--- src/source/cpu_types_pkg.sv ---
// data word type, cache address field split and datapath request/response structs
package cpu_types_pkg;

	parameter int WORD_W = 32;

	// address field widths for the data cache
	parameter int DTAG_W = 26;
	parameter int DIDX_W = 3;
	parameter int DBLK_W = 1;
	parameter int DBYT_W = 2;

	typedef logic [WORD_W-1:0] word_t;

	// byte address as seen by the data cache
	typedef struct packed {
		logic [DTAG_W-1:0] tag;
		logic [DIDX_W-1:0] idx;
		logic [DBLK_W-1:0] blkoff;	// word within block
		logic [DBYT_W-1:0] bytoff;
	} dcachef_t;

	// datapath side request, held until hit
	typedef struct packed {
		logic  ren;
		logic  wen;
		logic  halt;	// flush and stop
		word_t addr;
		word_t store;
	} dcache_req_t;

	// datapath side response
	typedef struct packed {
		logic  hit;
		logic  flushed;
		word_t load;
	} dcache_rsp_t;

endpackage

--- src/source/mem_bus_pkg.sv ---
// cache to controller bus structs and controller to RAM four-phase structs
package mem_bus_pkg;
	import cpu_types_pkg::*;

	// level request from the cache, one word at a time
	typedef struct packed {
		logic  ren;
		logic  wen;
		word_t addr;
		word_t store;
	} mem_req_t;

	typedef struct packed {
		logic  dwait;	// low for one cycle when the word is done
		word_t load;
	} mem_rsp_t;

	// four-phase request towards the RAM
	typedef struct packed {
		logic  req;
		logic  wen;
		word_t addr;
		word_t store;
	} ram_req_t;

	typedef struct packed {
		logic  ack;
		word_t load;
	} ram_rsp_t;

endpackage

--- src/source/dcache.sv ---
// two-way set-associative write-back data cache with LRU, miss, writeback and flush FSM
module dcache import cpu_types_pkg::*, mem_bus_pkg::*; (
	input  logic        CLK,
	input  logic        nRST,
	input  dcache_req_t dreq,
	output dcache_rsp_t drsp,
	output mem_req_t    mreq,
	input  mem_rsp_t    mrsp,
	output word_t       hit_count
);
	localparam int SETS = 1 << DIDX_W;

	typedef enum logic [3:0] {
		RESET, IDLE, WRITEBACK1, WRITEBACK2, FETCH1, FETCH2, FETCH2DONE,
		FLUSH1, FLUSH2, FLUSHED
	} state_t;

	typedef struct packed {
		logic [DTAG_W-1:0]              tag;
		word_t [(1 << DBLK_W)-1:0]      data;
	} block_t;

	typedef struct packed {
		logic valid;
		logic dirty;
	} flags_t;

	state_t state, nstate;

	block_t blk_q [SETS][2];
	flags_t flags_q [SETS][2];
	logic [SETS-1:0] lru_q;	// way used last in each set
	logic vway_q;	// way being replaced by the current miss
	logic [DIDX_W:0] flush_ptr, flush_ptr_n;	// {way, set}

	dcachef_t daddr;
	logic [1:0] way_hit;
	logic req, req_hit, hit_way;
	logic victim, victim_dirty, sel_way;
	block_t vblk;
	logic [DIDX_W-1:0] fl_set;
	logic fl_way;
	block_t fl_blk;
	logic fl_dirty;

	// rebuild a block address from its fields
	function automatic word_t blk_addr(logic [DTAG_W-1:0] tag, logic [DIDX_W-1:0] idx,
			logic [DBLK_W-1:0] off);
		dcachef_t a;
		a.tag = tag;
		a.idx = idx;
		a.blkoff = off;
		a.bytoff = '0;
		return a;
	endfunction

	assign daddr = dcachef_t'(dreq.addr);
	assign req = dreq.ren | dreq.wen;

	always_comb begin
		for (int w = 0; w < 2; w++) begin
			way_hit[w] = flags_q[daddr.idx][w].valid && (blk_q[daddr.idx][w].tag == daddr.tag);
		end
	end

	assign req_hit = req && (|way_hit);
	assign hit_way = way_hit[1];

	// invalid way 0 first, then invalid way 1, then the one not used last
	assign victim = !flags_q[daddr.idx][0].valid ? 1'b0 :
			!flags_q[daddr.idx][1].valid ? 1'b1 : ~lru_q[daddr.idx];
	assign victim_dirty = flags_q[daddr.idx][victim].valid && flags_q[daddr.idx][victim].dirty;
	assign vblk = blk_q[daddr.idx][vway_q];
	assign sel_way = (state == FETCH2DONE) ? vway_q : hit_way;

	assign fl_set = flush_ptr[DIDX_W-1:0];
	assign fl_way = flush_ptr[DIDX_W];
	assign fl_blk = blk_q[fl_set][fl_way];
	assign fl_dirty = flags_q[fl_set][fl_way].valid && flags_q[fl_set][fl_way].dirty;

	// datapath response
	assign drsp.hit = (state == IDLE && !dreq.halt && req_hit) || (state == FETCH2DONE);
	assign drsp.flushed = (state == FLUSHED);
	assign drsp.load = blk_q[daddr.idx][sel_way].data[daddr.blkoff];

	always_comb begin
		nstate = state;
		flush_ptr_n = flush_ptr;
		case (state)
			RESET: nstate = IDLE;
			IDLE: begin
				if (dreq.halt) begin
					nstate = FLUSH1;
					flush_ptr_n = '0;
				end else if (req && !req_hit) begin
					nstate = victim_dirty ? WRITEBACK1 : FETCH1;
				end
			end
			WRITEBACK1: if (!mrsp.dwait) nstate = WRITEBACK2;
			WRITEBACK2: if (!mrsp.dwait) nstate = FETCH1;
			FETCH1: if (!mrsp.dwait) nstate = FETCH2;
			FETCH2: if (!mrsp.dwait) nstate = FETCH2DONE;
			FETCH2DONE: nstate = IDLE;
			FLUSH1: begin
				if (!fl_dirty) begin	// skip a clean slot
					if (flush_ptr == '1) begin
						nstate = FLUSHED;
					end else begin
						flush_ptr_n = flush_ptr + 1'b1;
					end
				end else if (!mrsp.dwait) begin
					nstate = FLUSH2;
				end
			end
			FLUSH2: begin
				if (!mrsp.dwait) begin
					if (flush_ptr == '1) begin
						nstate = FLUSHED;
					end else begin
						nstate = FLUSH1;
						flush_ptr_n = flush_ptr + 1'b1;
					end
				end
			end
			FLUSHED: if (!dreq.halt) nstate = IDLE;
			default: nstate = IDLE;
		endcase
	end

	// memory side request
	always_comb begin
		mreq = '0;
		mreq.addr = dreq.addr;
		case (state)
			WRITEBACK1: begin
				mreq.wen = 1'b1;
				mreq.addr = blk_addr(vblk.tag, daddr.idx, 1'b0);
				mreq.store = vblk.data[0];
			end
			WRITEBACK2: begin
				mreq.wen = 1'b1;
				mreq.addr = blk_addr(vblk.tag, daddr.idx, 1'b1);
				mreq.store = vblk.data[1];
			end
			FETCH1: begin
				mreq.ren = 1'b1;
				mreq.addr = blk_addr(daddr.tag, daddr.idx, 1'b0);
			end
			FETCH2: begin
				mreq.ren = 1'b1;
				mreq.addr = blk_addr(daddr.tag, daddr.idx, 1'b1);
			end
			FLUSH1: begin
				mreq.wen = fl_dirty;
				mreq.addr = blk_addr(fl_blk.tag, fl_set, 1'b0);
				mreq.store = fl_blk.data[0];
			end
			FLUSH2: begin
				mreq.wen = 1'b1;
				mreq.addr = blk_addr(fl_blk.tag, fl_set, 1'b1);
				mreq.store = fl_blk.data[1];
			end
			default: ;
		endcase
	end

	// control state, flags and counters
	always_ff @(posedge CLK, negedge nRST) begin
		if (!nRST) begin
			state <= RESET;
			flush_ptr <= '0;
			vway_q <= 1'b0;
			lru_q <= '0;
			hit_count <= '0;
			for (int s = 0; s < SETS; s++) begin
				flags_q[s][0] <= '0;
				flags_q[s][1] <= '0;
			end
		end else begin
			state <= nstate;
			flush_ptr <= flush_ptr_n;
			case (state)
				IDLE: begin
					if (!dreq.halt && req_hit) begin
						hit_count <= hit_count + 32'd1;
						lru_q[daddr.idx] <= hit_way;
						if (dreq.wen) begin
							flags_q[daddr.idx][hit_way].dirty <= 1'b1;
						end
					end else if (!dreq.halt && req) begin
						vway_q <= victim;	// held for the whole miss
					end
				end
				FETCH2DONE: begin
					flags_q[daddr.idx][vway_q].valid <= 1'b1;
					flags_q[daddr.idx][vway_q].dirty <= dreq.wen;	// write miss merges here
					lru_q[daddr.idx] <= vway_q;
				end
				FLUSHED: begin
					if (!dreq.halt) begin	// restart empty
						lru_q <= '0;
						for (int s = 0; s < SETS; s++) begin
							flags_q[s][0] <= '0;
							flags_q[s][1] <= '0;
						end
					end
				end
				default: ;
			endcase
		end
	end

	// tag and data arrays
	always_ff @(posedge CLK) begin
		case (state)
			IDLE: begin
				if (!dreq.halt && req_hit && dreq.wen) begin
					blk_q[daddr.idx][hit_way].data[daddr.blkoff] <= dreq.store;
				end
			end
			FETCH1: begin
				if (!mrsp.dwait) begin
					blk_q[daddr.idx][vway_q].tag <= daddr.tag;
					blk_q[daddr.idx][vway_q].data[0] <= mrsp.load;
				end
			end
			FETCH2: begin
				if (!mrsp.dwait) blk_q[daddr.idx][vway_q].data[1] <= mrsp.load;
			end
			FETCH2DONE: begin
				if (dreq.wen) blk_q[daddr.idx][vway_q].data[daddr.blkoff] <= dreq.store;
			end
			default: ;
		endcase
	end

endmodule

--- config.mk ---
export PLATFORM = sky130hd
export DESIGN_NAME = dcache
export DESIGN_NICKNAME = d
export VERILOG_FILES = /design/src/source/cpu_types_pkg.sv /design/src/source/mem_bus_pkg.sv /design/src/source/dcache.sv
export SDC_FILE = /design/constraint.sdc
export NUM_CORES = 2
export LEC_CHECK = 0
export BUFFER_PORTS_ARGS = -buffer_cell sky130_fd_sc_hd__buf_2
export CORE_MARGIN = 1
export CORE_UTILIZATION = 53
export DETAILED_ROUTE_END_ITERATION = 16
export GPL_TIMING_DRIVEN = 1
export PLACE_DENSITY_LB_ADDON = 0.12
export SLEW_MARGIN = 10
export SYNTH_ARGS = -nofsm -noshare
export SYNTH_HDL_FRONTEND = slang
export SYNTH_SLANG_ARGS = --single-unit
--- constraint.sdc ---
create_clock -name CLK -period 10.35 [get_ports CLK]
set_input_delay 2.07 -clock CLK [delete_from_list [all_inputs] [get_ports CLK]]
set_output_delay 2.07 -clock CLK [all_outputs]
set_load 0.05 [all_outputs]
# Word-level counts from Yosys, hierarchy flattened
# Memory sizes are Yosys's and may differ from the RTL's.
# Index checks and enable logic that the tools add are counted.
# totals
regBits	81
mem_count	1
ramBits	1440
elab_cells	1660
# memory_table
memory	depth	width	read_ports	rd_ports_with_merged_regs	write_ports	line_no	rtl
blk_q	8	180	2	0	1	dcache.sv:30	block_t blk_q [SETS][2];
# op_classes
add_sub_neg	2
eq_ne	25
n_mux	821
reduce_logical	30
bitwise	730
n_lt_le_gt_ge	14
# ops
operator	n
$mux 180	5
$mux 1	735
$or 1x1->1	721
$mux 90	7
$demux 90 s1	5
$mux 64	6
$mux 32	7
$pmux 32 s6	1
$pmux 32 s4	1
$bwmux 32	3
$pmux 32 s3	1
$mux 4	23
$eq 26x26->1	2
$demux 4 s3	3
$add 32x1->32 const B	1
$demux 32 s1	1
$pmux 4 s8	1
$bmux 4 s3	2
$pmux 8 s3	1
$ne 2x2->1 const B	9
$bwmux 8	2
$eq 4x3->1 const B	4
$logic_and 1x1->1	16
$mux 8	2
other kinds (34)	63

# Longest topological paths before layout
# logic_depth
depth_word	16
depth_mapped	18
ltp_nobuf	9

# Worst setup path after synthesis
# No wires, ideal clock.
# synth_path
path_type	in2out
from	input dreq[35] (netlist name)
to	output mreq[1] (netlist name)
t_arrival_ps	6251
n_path_buf	10
path_slack_ps	2029
cell_stages	15
cell_sequence	buf_6 buf_12 buf_12 buf_12 buf_6 buf_2 buf_2 buf_2 nor2_1 clkbuf_1 buf_1 a22oi_1 nand4_1 nor2_1 o311ai_0
# synth_lines
element	line_no	rtl
from (decl)	dcache.sv:5	input dcache_req_t dreq,
to (decl)	dcache.sv:7	output mem_req_t mreq,

==> results by group <==
Placement
  – HPWL after DPL: 153 mm
  – Placed Cells: 6459
  – Placed Area: 77900 µm²
  – Port bufs: 233
  – Placer Congestion: 0.917

Global routing
  – All-Layer GR Usage: 0.365
  – Initial antenna violation count: 13
  – Total congestion overflow: 0
  – Vias in the first global route: 48700
  – Largest net degree at the start of global routing: 144
  – Global-route wire length before repair: 362 mm

Min path
  – Hold path endpoint: hit_count[31]$_DFFE_PN0P_
  – Hold_sp: hit_count[31]$_DFFE_PN0P_
  – Worst hold-check path type: reg2reg
  – Worst hold stages: 1

Power
  – P per Cell Area: 202 nW/µm²
  – Seq pwr share: 0.429
  – Pint: 11600 µW
  – Clock power share: 0.338
  – Logic pwr share: 0.233
  – Total Power: 16800 µW
  – Switching Power: 5150 µW
  – Sw frac: 0.307
  – Peak VDD IR: 154 µV
  – Leakage: 0.0271 µW

Setup path
  – Worst setup SP type: primary input
  – Critical path's largest stage delay: 0.71 ns
  – CP Max Fanout: 87
  – Slowest CP cell: nor4_1
  – CP top delay family: simple AND/OR/NAND/NOR gates
  – Bufs and invs on worst path: 3
  – Worst Path Required: 8.28 ns
  – Worst R2R Start: blk_q[1][88]$_DFFE_PP_
  – Reg2reg path depth: 11
  – Reg-to-reg endpoint: blk_q[7][3]$_DFFE_PP_
  – Arrival time worst endpoint: 7.22 ns
  – Worst path cell trace: buf_8 > mux4_1 > mux2_2 > xor2_1 > nor4_1 > nand4b_1 > nor4_4 > buf_4 > a21oi_4 > and3_1 > nor4_1 > buf_2
  – Most common cell on crit path: nor4_1
  – Critical Path End Type: primary output
  – Worst R2R Setup Slack: 4.66 ns
  – CP Class: in2out

Clock network
  – Clock tree buffer depth: 3
  – CTS H-tree lvls: 4
  – Reg clk slew, reported paths: 0.06 ns
  – Post-CTS Resized: 0
  – Post-CTS Setup Repair Bufs: 0
  – TritonCTS Sinks: 1521
  – CTS tree: yes
  – Num CTS Buffers: 162
  – Clk Latency, worst-skew pair: 0.81 ns
  – Root Driver: clkbuf_16
  – Post-CTS Hold Fix Bufs: 0

Timing
  – Fin. max-slew vios: 0
  – Top achievable clock speed: 108 MHz
  – Final worst-path cycle share: 0.897
  – Worst-margin pin slew: 1.28 ns
  – Relative slew slack: 0.146
  – Final setup violating endpoints: 0
  – RSZ-0062 raised after global routing: no
  – Min cycle time layout: 9.29 ns
  – Final clock skew: 0.0330 ns
  – Fin Setup TNS: 0 ns
  – Fin. Hold Viols: 0

Outcome
  – Status: completed

Synthesis
  – Unique cell type count in the Yosys netlist: 87
  – Synth top area cells: edfxtp_1 58%, mux4_2 16%, mux2_2 3.2%, dfrtp_1 2.7%, mux2i_1 2.7%
  – FFs w/ async S/R, synth: 0.0533
  – #FFs+latches synth: 1521
  – Post-synthesis sequential area ratio: 0.611
  – Main flop type after synthesis: edfxtp_1
  – Net Count, Synth: 4658
  – Syn Inst Count: 4554
  – Number of synthesized flops with an enable pin: 1440
  – Synth Area per Inst: 16.3 µm²
  – Post-Syn Area: 74100 µm²
  – Largest area contributor in the netlist: edfxtp_1
  – Synth warn: 0
  – Top-area cell type share of the netlist area: 0.584

Cells and area
  – Post-layout util: 0.602
  – Area growth, synth to finish: 12.1%
  – Layout cells sized above 1: 0.301
  – NumNets Final: 4864
  – FF+latch area: 45300 µm²
  – Post-route insts no fill: 6752
  – Fin area: 83000 µm²
  – Area of the multi-input gates: 27700 µm²
  – Fill count: 10200

Floorplanning
  – Cell Rows: 136
  – I/O pins: 234
  – Starting Density: 0.537
  – Die Height: 376 µm
  – Die ar.: 141000 µm²
  – Core Area: 138000 µm²
  – Die X: 376 µm

Drt
  – Final WL: 258 mm
  – Residual DRC: 0
  – DR WL/cell: 38.2 µm
  – 1st-iter DRT viols: 6900
  – Routed vias/inst: 7.35
  – ANT nets after route: 0
  – Vias: 49600
  – First-pass iteration count of the detailed router: 6

Job
  – Max cap viols: 0
==> final cells by class <==
class,count,share of cell area
flip-flops and latches,1521,0.545
multi-input cells,2655,0.333
clock buffers,204,0.0524
repair buffers,398,0.0306
well taps,1863,0.0281
clock inverters,81,0.00897
inverters,22,0.00115
diodes,8,0.000241
==> sequential cells by signal (all words and copies together), names as in the netlist, named ones only <==
| name | flops |
|---|---|
| blk_q | 1440 |
| state | 4 |
| flush_ptr | 4 |
| vway_q | 1 |
| flags_q | 16 |
| hit_count | 32 |
==> kinds of logic (layout without fill, tap and decap cells) <==
kind of cell / Yosys count / after routing / synth area share
fa+ha+maj: 2 / 2 / 0.000338
buf+inv: 378 / 705 / 0.0226
compound gates: 864 / 864 / 0.0835
xor+xnor: 67 / 67 / 0.00792
simple gates: 762 / 762 / 0.0498
mux: 960 / 960 / 0.225
other cells: 0 / 8 / 0
flops: 1521 / 1521 / 0.611
==> through the flow <==
stage | setup slack, ns | hold WS [ns]
after floorplan | 2.03 | 0.466
after global placement | 1.11 | 0.470
after detailed placement | 1.08 | 0.470
after CTS | 1.08 | 0.477
after global routing | 0.836 | 0.488
final | 1.06 | 0.474
==> power by group through the flow <==
stage	combinational [µW]	clock, µW	sequential (µW)
2_1_floorplan	2680	0	7180
3_3_place_gp	3830	0	7310
3_5_place_dp	3840	0	7310
4_1_cts	3850	5700	7190
5_1_grt	4040	5930	7210
6_report	3900	5680	7190
==> layout by cell type (no fill, tap or decap), types with 19 or more instances in the layout <==
master,n
mux2_2,213
clkbuf_16,167
a22o_1,53
xor2_1,35
mux4_2,525
buf_4,158
nor4_1,19
xnor2_1,32
nor2_4,59
clkinv_2,20
clkbuf_1,34
edfxtp_1,1440
a22oi_1,261
o22ai_1,36
nand4_1,38
nor2_1,166
nor3_1,53
a221oi_1,89
o221ai_1,20
nand3_1,69
and3_1,30
a221o_1,27
a21oi_1,150
o21ai_0,101
nand2_1,215
o211ai_1,28
mux2i_1,201
dfrtp_1,77
clkinv_1,34
buf_2,229
==> cells in the mapped netlist, types with 16 or more instances <==
master,n
a21oi_1,150
a221o_1,27
a221oi_1,89
a22o_1,53
a22oi_1,261
and2_1,16
and3_1,31
buf_1,97
buf_2,35
clkbuf_1,203
dfrtp_1,81
edfxtp_1,1440
inv_1,19
mux2_2,213
mux2i_1,201
mux4_2,525
nand2_1,219
nand3_1,70
nand4_1,38
nor2_1,230
nor3_1,54
nor3b_1,18
nor4_1,20
o211ai_1,28
o21ai_0,101
o221ai_1,20
o22ai_1,36
xnor2_1,32
xor2_1,35
==> how the worst max path moves through the flow <==
stage                     to  cells past startpoint     start  slack [ns]
finish              drsp[26]                     12  dreq[35]        1.06
global route         drsp[9]                     12  dreq[35]        0.84
CTS                 drsp[26]                     14  dreq[35]        1.08
detailed placement  drsp[26]                     14  dreq[35]        1.08
global placement    drsp[26]                     14  dreq[35]        1.11
floorplan            mreq[1]                     15  dreq[35]        2.03
==> worst register-to-register path: stages (launching register included) <==
cell and delay [ns]:
edfxtp_1 0.39, mux4_1 0.51, mux2_2 0.30, xor2_1 0.17
nor4_1 0.71, nand4b_1 0.24, nor4_4 0.43, buf_4 0.28
nand2_1 0.15, o22a_1 0.54, nor2_4 1.06, buf_4 0.55
==> routing by layer <==
metal  global-route usage  part of all wire
met5                    0           0.00034
met3               0.0778              0.12
met2                0.568              0.46
met1                0.489              0.36
met4                0.186             0.058
(Power assumes the default switching activity.)
