File: config.mk
export PLATFORM = sky130hd
export DESIGN_NAME = memory_control
export DESIGN_NICKNAME = d
export VERILOG_FILES = /design/src/source/cpu_types_pkg.sv /design/src/source/mem_bus_pkg.sv /design/src/source/memory_control.sv
export SDC_FILE = /design/constraint.sdc
export NUM_CORES = 1
export LEC_CHECK = 0
export ABC_AREA = 1
export BUFFER_PORTS_ARGS = -buffer_cell sky130_fd_sc_hd__buf_2
export CAP_MARGIN = 10
export CELL_PAD_IN_SITES_DETAIL_PLACEMENT = 1
export CELL_PAD_IN_SITES_GLOBAL_PLACEMENT = 1
export CORE_AREA = 4 4 97 99
export CTS_CLUSTER_DIAMETER = 150
export DETAILED_ROUTE_END_ITERATION = 16
export DIE_AREA = 0 0 101 103
export PLACE_DENSITY = 0.79
export SKIP_LAST_GASP = 1
export SLEW_MARGIN = 20
export SYNTH_ARGS = -nofsm -noshare
export SYNTH_HDL_FRONTEND = slang
export SYNTH_SLANG_ARGS = --single-unit
File: constraint.sdc
create_clock -name CLK -period 1.6 [get_ports CLK]
set_clock_uncertainty 0.05 [all_clocks]
set_input_delay 0.32 -clock CLK [delete_from_list [all_inputs] [get_ports CLK]]
set_output_delay 0.32 -clock CLK [all_outputs]
set_load 0.05 [all_outputs]
File: src/source/cpu_types_pkg.sv
// data word type, cache address field split and datapath request/response structs
package cpu_types_pkg;

	parameter int WORD_W = 32;

	// address field widths for the data cache
	parameter int DTAG_W = 26;
	parameter int DIDX_W = 3;
	parameter int DBLK_W = 1;
	parameter int DBYT_W = 2;

	typedef logic [WORD_W-1:0] word_t;

	// byte address as seen by the data cache
	typedef struct packed {
		logic [DTAG_W-1:0] tag;
		logic [DIDX_W-1:0] idx;
		logic [DBLK_W-1:0] blkoff;	// word within block
		logic [DBYT_W-1:0] bytoff;
	} dcachef_t;

	// datapath side request, held until hit
	typedef struct packed {
		logic  ren;
		logic  wen;
		logic  halt;	// flush and stop
		word_t addr;
		word_t store;
	} dcache_req_t;

	// datapath side response
	typedef struct packed {
		logic  hit;
		logic  flushed;
		word_t load;
	} dcache_rsp_t;

endpackage

File: src/source/mem_bus_pkg.sv
// cache to controller bus structs and controller to RAM four-phase structs
package mem_bus_pkg;
	import cpu_types_pkg::*;

	// level request from the cache, one word at a time
	typedef struct packed {
		logic  ren;
		logic  wen;
		word_t addr;
		word_t store;
	} mem_req_t;

	typedef struct packed {
		logic  dwait;	// low for one cycle when the word is done
		word_t load;
	} mem_rsp_t;

	// four-phase request towards the RAM
	typedef struct packed {
		logic  req;
		logic  wen;
		word_t addr;
		word_t store;
	} ram_req_t;

	typedef struct packed {
		logic  ack;
		word_t load;
	} ram_rsp_t;

endpackage

File: src/source/memory_control.sv
// bus controller turning cache level requests into four-phase RAM transactions
module memory_control import mem_bus_pkg::*; (
	input  logic     CLK,
	input  logic     nRST,
	input  mem_req_t mreq,
	input  ram_rsp_t rrsp,
	output mem_rsp_t mrsp,
	output ram_req_t rreq
);
	typedef enum logic [1:0] {IDLE, REQUEST, RELEASE, DONE} state_t;

	state_t state, nstate;
	ram_rsp_t held_q;	// RAM response captured at ack
	logic active;

	assign active = mreq.ren | mreq.wen;

	always_comb begin
		nstate = state;
		case (state)
			IDLE: if (active) nstate = REQUEST;
			REQUEST: if (rrsp.ack) nstate = RELEASE;
			RELEASE: nstate = DONE;
			DONE: begin
				// ack must be low before the next word goes out
				if (!rrsp.ack) nstate = active ? REQUEST : IDLE;
			end
			default: nstate = IDLE;
		endcase
	end

	always_ff @(posedge CLK, negedge nRST) begin
		if (!nRST) begin
			state <= IDLE;
		end else begin
			state <= nstate;
		end
	end

	always_ff @(posedge CLK) begin
		if (state == REQUEST && rrsp.ack) held_q <= rrsp;
	end

	// req goes up early from idle/done so a word takes RAM_LAT+2 cycles
	assign rreq.req = (state == REQUEST) ||
			((state == IDLE || state == DONE) && active && !rrsp.ack);
	assign rreq.wen = mreq.wen;
	assign rreq.addr = mreq.addr;
	assign rreq.store = mreq.store;

	assign mrsp.dwait = active && (state != RELEASE);	// one low cycle per word
	assign mrsp.load = held_q.load;

endmodule

== Yosys cells after proc, flatten, opt, wreduce, memory -nomap -nowiden ==
Index checks and enable logic that the tools add are counted.
Word-level totals
  register bits: 34
  bits of input ports: 101
  output and inout bits: 99
  logic and storage cells: 24
Cells by class
  equality and inequality tests: 7
  muxes and demuxes: 5
  bitwise logic cells: 1
  reduce and logical (&&, ||, !) cells: 9
Operator list (number)
  2-bit inequality test, second input constant: 4
  2-bit one-hot mux with 4 select lines: 1
  2-bit two-way mux: 3
  2-bit == test, second input constant: 2
  1-bit logical AND: 4
  3-bit AND reduction: 1
  2-bit by 1-bit == test with 1-bit output, second input constant: 1
  2-bit zero test: 1
  1-bit logical OR: 2
  1-bit zero test: 1
  1-bit two-way mux: 1
  1-bit OR: 1

== Longest topological paths before layout ==
Gate-level depths: netlist of the first run.
  depth in word-level cells: 5
  mapped depth: 8

== Worst setup path after synthesis of the first run ==
Ideal clock, no wire load.
  path kind: register -> output
  start: register state[0]
  end: output port rreq[65] (netlist name)
  arrival: 1.994 ns
  slack: -0.764 ns
  stages on the path, launching flop included: 4
  cells stage by stage: dfrtp_1 > inv_1 > ha_1 > o31ai_1
RTL lines
  from (decl): RTL line memory_control.sv:12  | state_t state, nstate;
  from (signal assigned): RTL line memory_control.sv:36  | state <= nstate;
  to (decl): RTL line memory_control.sv:8  | output ram_req_t rreq

==> results of run 1 <==
-- worst reg2reg max path: cells and delay by family, from the launching register on --
| family | cells | cell delay (ns) |
|---|---|---|
| AND/OR/NAND/NOR | 1 | 0.07 |
| flip-flops | 1 | 0.37 |
| buffers and inverters | 3 | 0.41 |
| adder cells (fa/ha/maj) | 1 | 0.20 |
-- Yosys cell counts, drive strengths merged --
master / count / area [µm²]
buf: 65 / 488
edfxtp: 32 / 961
nand2: 10 / 47.6
inv: 6 / 22.5
ha: 5 / 62.6
nand3: 3 / 15.0
dfrtp: 2 / 50.1
nor2: 2 / 15.0
o21ai: 1 / 5.00
o21bai: 1 / 7.51
o31ai: 1 / 7.51
-- flip-flops by register name (all words and copies together) (netlist names) --
| signal | flops |
|---|---|
| mrsp | 32 |
| state | 2 |
-- layout make-up --
cell class	instances	area, µm²	share of cell area
flip-flops and latches	34	1010	0.521
inverters	6	26.3	0.0135
repair buffers	79	450	0.232
clock buffers	7	76.3	0.0393
multi-input cells	23	211	0.109
clock inverters	1	30.0	0.0155
well taps	108	135	0.0696
-- power by group --
group	internal [mW]	switching (mW)
logic	0.487	0.972
clock network	0.466	0.288
registers	1.17	0.0468
total	2.13	1.31
-- logic make-up (layout without fill, tap and decap cells) --
| kind of cell | after synthesis | in the layout | share of synthesized area |
|---|---|---|---|
| AO/OA/AOI/OAI | 3 | 3 | 0.0119 |
| adder cells (fa/ha/maj) | 5 | 5 | 0.0372 |
| buffers and inverters | 71 | 93 | 0.304 |
| flip-flops | 34 | 34 | 0.601 |
| AND/OR/NAND/NOR | 15 | 15 | 0.0461 |
-- repair_timing --
item                                    CTS  global route
cloned                                    0             0
buffers inserted                          2             2
hold buffers                              1             0
gates resized for setup                  12             0
endpoints found under the setup margin    2             2
hold endpoints to repair                  2             0
pin swaps                                 2             2
-- per-layer routing --
layer	GRT usage	share of wire
met1	0.0609	0.33
met3	0.0311	0.14
met4	0.0613	0.052
met5	0	0
met2	0.105	0.48
-- worst min path at each step --
| stage | start | end | slack, ns |
|---|---|---|---|
| detailed placement | nRST | state[0] | 0.06 |
| global route | rrsp[28] | mrsp[28] | 0.15 |
| floorplan | nRST | state[0] | -0.03 |
| finish | rrsp[10] | mrsp[10] | 0.16 |
| global placement | nRST | state[0] | 0.06 |
| CTS | rrsp[9] | mrsp[9] | 0.15 |
-- stage by stage --
stage                     utilization  hold slack (ns)  setup TNS, ns  area, µm²  power, mW
after floorplan                     -          -0.0256        -0.0512       1720       2.60
after global placement          0.206           0.0613              0       1760       2.51
after detailed placement        0.206           0.0601              0       1760       2.55
after CTS                       0.226            0.147         -0.140       1930       3.46
after global routing            0.227            0.146         -0.248       1940       3.60
final                           0.227            0.163         -0.135       1940       3.43
-- cell usage in the layout (no fill, tap or decap), drive strengths merged --
cell type / count
buf: 78
edfxtp: 32
nand2: 10
clkbuf: 7
inv: 5
ha: 5
nand3: 3
nor2: 2
dfrtp: 2
o31ai: 1
clkinvlp: 1
o21ai: 1
o21bai: 1
bufinv: 1
dlygate4sd3: 1
==> impl_metrics.yaml, run 1 <==
synth:
  netlist_instances: 128
  syn_area_um2: 1680
  ys_ff_latch: 34
  syn_area_per_cell_um2: 13.1
  syn-num-nets: 234
  synth.distinct_cells: 14
  ys_warn_count: 0
  yosysSeqAreaShare: 0.601
min_path:
  hold_path_class: "in2reg"
  holdPathStages: 1
outcome:
  outcome: "finished, violations left"
  violations: "setup timing"
route:
  drtIter0Drc: 38
  wl_mm: 3.67
  postRouteAntennaNets: 0
  via_per_inst: 3.60
  vias: 930
  drc: 0
  wl_per_cell_um: 14.2
  drt_pass1_iterations: 2
floorplan:
  ios: 200
  initial_core_util: 0.197
  rows: 34
  die_height_um: 103
  coreArea_um2: 8550
  die_w_um: 101
  dieArea_um2: 10400
setup_path:
  worstPathArrival_ns: 1.35
  max_stage_delay_ns: 0.39
  rrSetupSlack_ns: 0.19
  worst-path-buf-inv: 2
  cp_num_cells: 4
  reg2reg_to: "mrsp[20]"
  path_cells: "inv_2, ha_4, o31ai_4, buf_6"
  crit_family: "flip-flops"
  r2r_cells: 5
  crit_fanout: 4
  crit_start: "state[1]"
  cp_slowest_cell: "dfrtp_1"
  critPathCaptureType: "output port"
  r2r_start: "state[0]"
  crit_path_start_kind: "flop"
  crit_end: "rreq[65]"
  crit_required_ns: 1.23
  path_class: "reg2out"
global_route:
  grt_start_max_net_pins: 33
  overflow: 0
  grt_pass1_vias: 1010
  grt_usage: 0.0654
  antenna_found_initial: 0
  grt_pass1_wl_mm: 5.06
final_layout:
  num_antenna_cells: 0
  nFillCells: 973
  syn_to_final_growth_pct: 15.4
  drive_above_1_share: 0.647
  fin_cells: 258
  nNetsFinal: 255
timing:
  fin_crit_sh: 1.08
  relSlewSlack: 0.809
  tightestPinTransition_ns: 0.289
  max_freq_mhz: 580
  fin_crit_ns: 1.72
  setup_ws_ns: -0.124
  setup_violations: 2
  slew_violations: 0
  hold_violations: 0
  grt_setup_unrepaired: "yes"
place:
  placed_cells: 246
  pre_cts_ws_ns: 0.0300
  io_buffers: 71
  globalplace.congestion: 0.825
  hpwlAfterDp_mm: 2.89
clocking:
  cts_buffers: 5
  clock_path_buffers: 2
  clock_latency_ns: 0.28
  cts.sinks: 34
  tritoncts: "built"
  htreeDepth: 2
  clk_pin_slew_ns: 0.07
  cts-root-buf: "clkbuf_8"
power:
  pwr_density_cell_nw_per_um2: 1770
  leakage_nw: 0.814
  peakVddDrop_uv: 456
job:
  maxCapViolations: 0
Note: power is estimated with default switching activity, not from simulation.
==> run 2, diff against run 1 <==
--- a/config.mk
+++ b/config.mk
@@ -8,7 +8,7 @@
 export ABC_AREA = 1
 export BUFFER_PORTS_ARGS = -buffer_cell sky130_fd_sc_hd__buf_2
 export CAP_MARGIN = 10
-export CELL_PAD_IN_SITES_DETAIL_PLACEMENT = 1
+export CELL_PAD_IN_SITES_DETAIL_PLACEMENT = 0
 export CELL_PAD_IN_SITES_GLOBAL_PLACEMENT = 1
 export CORE_AREA = 4 4 97 99
 export CTS_CLUSTER_DIAMETER = 150
==> run 2 against run 1 <==
  * The flow still finishes with violations (setup timing)
  * Sequential cell count unchanged
  * Hold slack worse by 0.0020 ns
  * Critical path depth unchanged
  * Sequential power about the same
  * Design area down 1.1%
  * Worst setup slack better by 0.017 ns
  * Total power down 5.1%
  * Final cell count unchanged
  * Maximum frequency up 1.0%
  * Combinational power about the same
  * Wire length down 6.3%
  * Largest power group unchanged
==> impl_metrics.yaml, run 2 (synthesis gave the netlist of run 1 again) <==
timing:
  setup_ws_ns: -0.107
  slew_violations: 0
  hold_violations: 0
  tightestPinTransition_ns: 0.290
  max_freq_mhz: 586
  fin_crit_sh: 1.07
  relSlewSlack: 0.808
  setup_violations: 1
  fin_crit_ns: 1.71
  grt_setup_unrepaired: "yes"
final_layout:
  nFillCells: 904
  most-common-layout-cells: "buf_2 (69), edfxtp_1 (32), nand2_1 (7)"
  drive_above_1_share: 0.653
  fin_cells: 258
  nNetsFinal: 255
  largest_register_ffs: 32
  syn_to_final_growth_pct: 14.1
  layout_commonest_cell: "buf_2"
  num_antenna_cells: 0
setup_path:
  max_stage_delay_ns: 0.39
  crit_path_start_kind: "flop"
  r2r_cells: 5
  crit_required_ns: 1.23
  cp_slowest_cell: "dfrtp_1"
  critPathCaptureType: "output port"
  crit_fanout: 3
  path_cells: "inv_2, ha_4, o31ai_4, buf_6"
  path_class: "reg2out"
  worstPathArrival_ns: 1.34
floorplan:
  coreArea_um2: 8550
  die_height_um: 103
  die_w_um: 101
  dieArea_um2: 10400
  initial_core_util: 0.197
  ios: 200
  rows: 34
clocking:
  clock_path_buffers: 2
  tritoncts: "built"
  htreeDepth: 2
  cts_buffers: 5
  cts.sinks: 34
  clk_pin_slew_ns: 0.07
  cts-root-buf: "clkbuf_8"
  clock_latency_ns: 0.27
power:
  power.internal_mw: 1.95
  switching_power_mw: 1.31
  leakage_nw: 0.803
  p_comb_frac: 0.441
  power_frac_clock: 0.185
  switching_share: 0.401
  peakVddDrop_uv: 361
  power.total_mw: 3.26
  power_frac_seq: 0.374
  pwr_density_cell_nw_per_um2: 1700
global_route:
  antenna_found_initial: 0
  met1_usage: 0.0568
  overflow: 0
  grt_use_met2: 0.100
  grt_usage: 0.0614
  grt_pass1_wl_mm: 4.84
  grt_start_max_net_pins: 33
  met3_usage: 0.0298
  top_usage_layer: "met2"
  grt_pass1_vias: 985
outcome:
  outcome: "finished, violations left"
  violations: "setup timing"
min_path:
  holdPathStages: 1
  hold_path_class: "in2reg"
route:
  drt_pass1_iterations: 2
  drc: 0
  via_per_inst: 3.55
  vias: 915
  drtIter0Drc: 48
  wl_mm: 3.44
  postRouteAntennaNets: 0
  wl_per_cell_um: 13.3
job:
  maxCapViolations: 0
place:
  io_buffers: 71
  placed_cells: 246
  globalplace.congestion: 0.825
==> run 2: cell count changes in the layout (fill, tap and decap cells not counted), sizes merged <==
cell,before,now
clkbuf,7,5
clkinv,0,2
bufinv,1,0
clkinvlp,1,2
==> run 2: critical path: cells and delay by family (launching register included) <==
kind	cells	cell delay (ns)
AO/OA/AOI/OAI	1	0.17
flip-flops	1	0.39
buffers and inverters	2	0.29
adder cells (fa/ha/maj)	1	0.21
==> run 2: metal layers <==
layer / vias up / part of all wire
met5: - / 0
met4: 0 / 0.051
met3: 28 / 0.14
met2: 75 / 0.47
met1: 413 / 0.34
li1: 399 / -
==> run 2: path summary, 6_finish.rpt <==
| path | start | endpoint | slack (ns) |
|---|---|---|---|
| min | rrsp[21] | mrsp[21] | 0.16 |
| max | state[1] | rreq[65] | -0.11 |
| min in group asynchronous | nRST | state[1] | 0.34 |
| max in group asynchronous | nRST | state[0] | 1.07 |
| max reg2reg | state[0] | mrsp[18] | 0.21 |
| min reg2reg | state[1] | state[1] | 0.58 |
==> run 2: power by group through the flow <==
stage	Combinational (mW)	Clock (mW)	Sequential (mW)
2_1_floorplan	0.910	0	1.69
3_3_place_gp	1.28	0	1.23
3_5_place_dp	1.30	0	1.24
4_1_cts	1.40	0.626	1.22
5_1_grt	1.53	0.667	1.23
6_report	1.44	0.602	1.22
==> run 2: metrics by stage <==
step                TNS, ns   util  hold WS [ns]  setup slack (ns)  area [µm²]
floorplan           -0.0512      -       -0.0256           -0.0512        1720
global route         -0.210  0.224         0.144            -0.158        1920
CTS                  -0.137  0.222         0.150            -0.132        1900
finish               -0.107  0.224         0.161            -0.107        1920
detailed placement        0  0.206        0.0590            0.0383        1760
global placement          0  0.206        0.0613            0.0491        1760
==> run 2: area by class of cell <==
class | instances | area (µm²) | area share
inverter | 6 | 26.3 | 0.0137
multi-input combinational | 23 | 211 | 0.110
tap | 108 | 135 | 0.0704
clock inverter | 3 | 16.3 | 0.00847
sequential | 34 | 1010 | 0.527
timing repair buffer | 79 | 450 | 0.235
clock buffer | 5 | 68.8 | 0.0359
==> run 2: what timing repair did <==
item / CTS / global route
buffers inserted: 1 / 2
pin swaps: 2 / 0
hold buffers: 1 / 0
resized for setup: 10 / 2
setup endpoints to repair: 2 / 2
endpoints found under the hold margin: 2 / 0
==> run 3, diff against run 2 <==
--- a/config.mk
+++ b/config.mk
@@ -5,7 +5,7 @@
 export SDC_FILE = /design/constraint.sdc
 export NUM_CORES = 1
 export LEC_CHECK = 0
-export ABC_AREA = 1
+export ABC_AREA = 0
 export BUFFER_PORTS_ARGS = -buffer_cell sky130_fd_sc_hd__buf_2
 export CAP_MARGIN = 10
 export CELL_PAD_IN_SITES_DETAIL_PLACEMENT = 0
==> run 3 against run 2 <==
  * The run still ends with setup timing left
  * First-iteration DRC count decreased by 67%
  * Via count shrank 7.1%
  * Die area stayed put
  * Core utilization up 0.41 points
  * Clock power barely moved
  * Critical endpoint unchanged
  * Critical path type unchanged
  * Maximum frequency fell by 3.6%
  * Wire length is 4.0% lower
  * Total power is 9.3% higher
  * Count of clock-buffer cells in the layout stayed put
  * Highest routed layer is now met5
  * Non-clock buffer count rose by 5
==> impl_metrics.yaml, run 3 <==
outcome:
  outcome: "finished, violations left"
  violations: "setup timing"
clocking:
  cts_buffers: 5
  clk_pin_slew_ns: 0.07
  clock_latency_ns: 0.27
  cts-root-buf: "clkbuf_8"
  cts.sinks: 34
  clock_path_buffers: 2
  htreeDepth: 2
  tritoncts: "built"
synth:
  synth_edf_count: 32
  synth_area_leaders: "edfxtp_1 (57%), buf_4 (29%), ha_1 (3.7%)"
  synth_fa_ha_area_frac: 0.0371
  ys_warn_count: 0
  syn-num-nets: 225
  synth.distinct_cells: 16
  synth_top_area_frac: 0.571
  synth-simple-area-share: 0.0156
  syn_area_per_cell_um2: 14.2
  synth_most_common_cell: "buf_4"
  synth_xor_area_frac: 0
  synth_compound_area_frac: 0.0349
  ys_ff_latch: 34
  syn_area_um2: 1680
  yosysSeqAreaShare: 0.600
  synth_top_family_by_area: "buffers and inverters"
  ys.flop_type: "edfxtp_1"
  yosys-mux-area-fraction: 0.0156
  synth_commonest_cells: "buf_4 (65), edfxtp_1 (32), ha_1 (5), inv_1 (3)"
  yosys.area.top_type: "edfxtp_1"
  async_flop_share: 0.0588
  netlist_instances: 119
timing:
  grt_setup_unrepaired: "yes"
  hold_violations: 0
  tightestPinTransition_ns: 0.431
  slew_violations: 0
  max_freq_mhz: 565
  setup_ws_ns: -0.170
  relSlewSlack: 0.713
  fin_crit_sh: 1.11
  setup_violations: 4
  fin_crit_ns: 1.77
setup_path:
  crit_required_ns: 1.23
  crit_start: "state[1]"
  crit_path_start_kind: "flop"
  critPathCaptureType: "output port"
  worstPathArrival_ns: 1.40
  rrSetupSlack_ns: -0.13
  r2r_start: "state[0]"
  crit_fanout: 3
  path_class: "reg2out"
min_path:
  hold_path_class: "in2reg"
  min_from: "rrsp[23]"
route:
  vias: 850
  drt_pass1_iterations: 2
  drc: 0
  via_per_inst: 3.35
  wl_per_cell_um: 13.0
  drtIter0Drc: 16
  wl_mm: 3.30
  postRouteAntennaNets: 0
global_route:
  antenna_found_initial: 1
  grt_start_max_net_pins: 33
  grt_pass1_wl_mm: 4.60
  grt_usage: 0.0577
  overflow: 0
  grt_pass1_vias: 867
floorplan:
  rows: 34
  coreArea_um2: 8550
  die_w_um: 101
  dieArea_um2: 10400
  ios: 200
  initial_core_util: 0.197
  die_height_um: 103
final_layout:
  syn_to_final_growth_pct: 16.0
  fin_cells: 254
  final_area_um2: 1950
  most-common-layout-cells: "buf_2 (69), edfxtp_1 (32), buf_4 (10)"
  utilization: 0.229
  nFillCells: 905
  num_antenna_cells: 0
  largest_register_ffs: 32
  layout_commonest_cell: "buf_2"
  nNetsFinal: 251
  drive_above_1_share: 0.712
place:
  placed_cells: 239
  pre_cts_ws_ns: -0.0164
  globalplace.congestion: 0.737
  io_buffers: 71
  place_area_um2: 1790
  hpwlAfterDp_mm: 2.62
power:
  leakage_nw: 0.806
  peakVddDrop_uv: 320
  pwr_density_cell_nw_per_um2: 1820
job:
  maxCapViolations: 0
run 3: where the power goes:
part           switching [mW]  internal, mW  leakage, nW
registers              0.0481          1.19        0.318
logic                    1.03         0.697        0.447
clock network           0.304         0.298       0.0416
run 3: kinds of logic (layout without fill, tap and decap cells):
logic type               after synthesis  in the layout
AO/OA/AOI/OAI                          5              5
adder cells (fa/ha/maj)                5              5
buffers and inverters                 68             95
flip-flops                            34             34
multiplexers                           2              2
AND/OR/NAND/NOR                        5              5
run 3: layer usage:
| metal | global-route usage | up-vias | wire (µm) |
|---|---|---|---|
| met5 | 0 | - | 13 |
| met4 | 0.0470 | 2 | 127 |
| met3 | 0.0318 | 21 | 524 |
| met2 | 0.0911 | 68 | 1560 |
| met1 | 0.0556 | 374 | 1080 |
| li1 | - | 385 | - |
run 3: per-stage QoR:
step | setup TNS [ns] | power (mW) | hold WS, ns
3_5_place_dp | -0.0164 | 2.78 | 0.0582
3_3_place_gp | 0 | 2.75 | 0.0602
5_1_grt | -0.709 | 3.75 | 0.143
6_report | -0.492 | 3.56 | 0.159
4_1_cts | -0.549 | 3.57 | 0.147
2_1_floorplan | -0.820 | 2.72 | -0.0256
run 3: final cells by class:
| class | count | area, µm² | area share |
|---|---|---|---|
| Clock buffer | 5 | 68.8 | 0.0352 |
| Clock inverter | 3 | 16.3 | 0.00832 |
| Inverter | 3 | 11.3 | 0.00576 |
| Multi-Input combinational cell | 17 | 219 | 0.112 |
| Sequential cell | 34 | 1010 | 0.517 |
| Tap cell | 108 | 135 | 0.0691 |
| Timing Repair Buffer | 84 | 493 | 0.252 |
run 3: critical path: stages (launching register included):
cell     delay, ns
dfrtp_1       0.39
inv_2         0.09
ha_4          0.22
o31ai_4       0.25
buf_12        0.17
run 3: repair_timing:
item,4_1_cts,5_1_grt
resized for setup,8,1
hold buffers,1,0
pin swaps,2,3
hold endpoints to repair,2,0
setup buffers,5,1
endpoints found under the setup margin,3,4
run 3: path summary, 6_finish.rpt:
check | end | depth (start not counted)
setup / recovery | rreq[65] | 4
hold / removal | mrsp[23] | 1
setup reg to reg | state[1] | 6
hold reg to reg | state[1] | 3
max in group asynchronous | state[1] | 2
min in group asynchronous | state[0] | 2
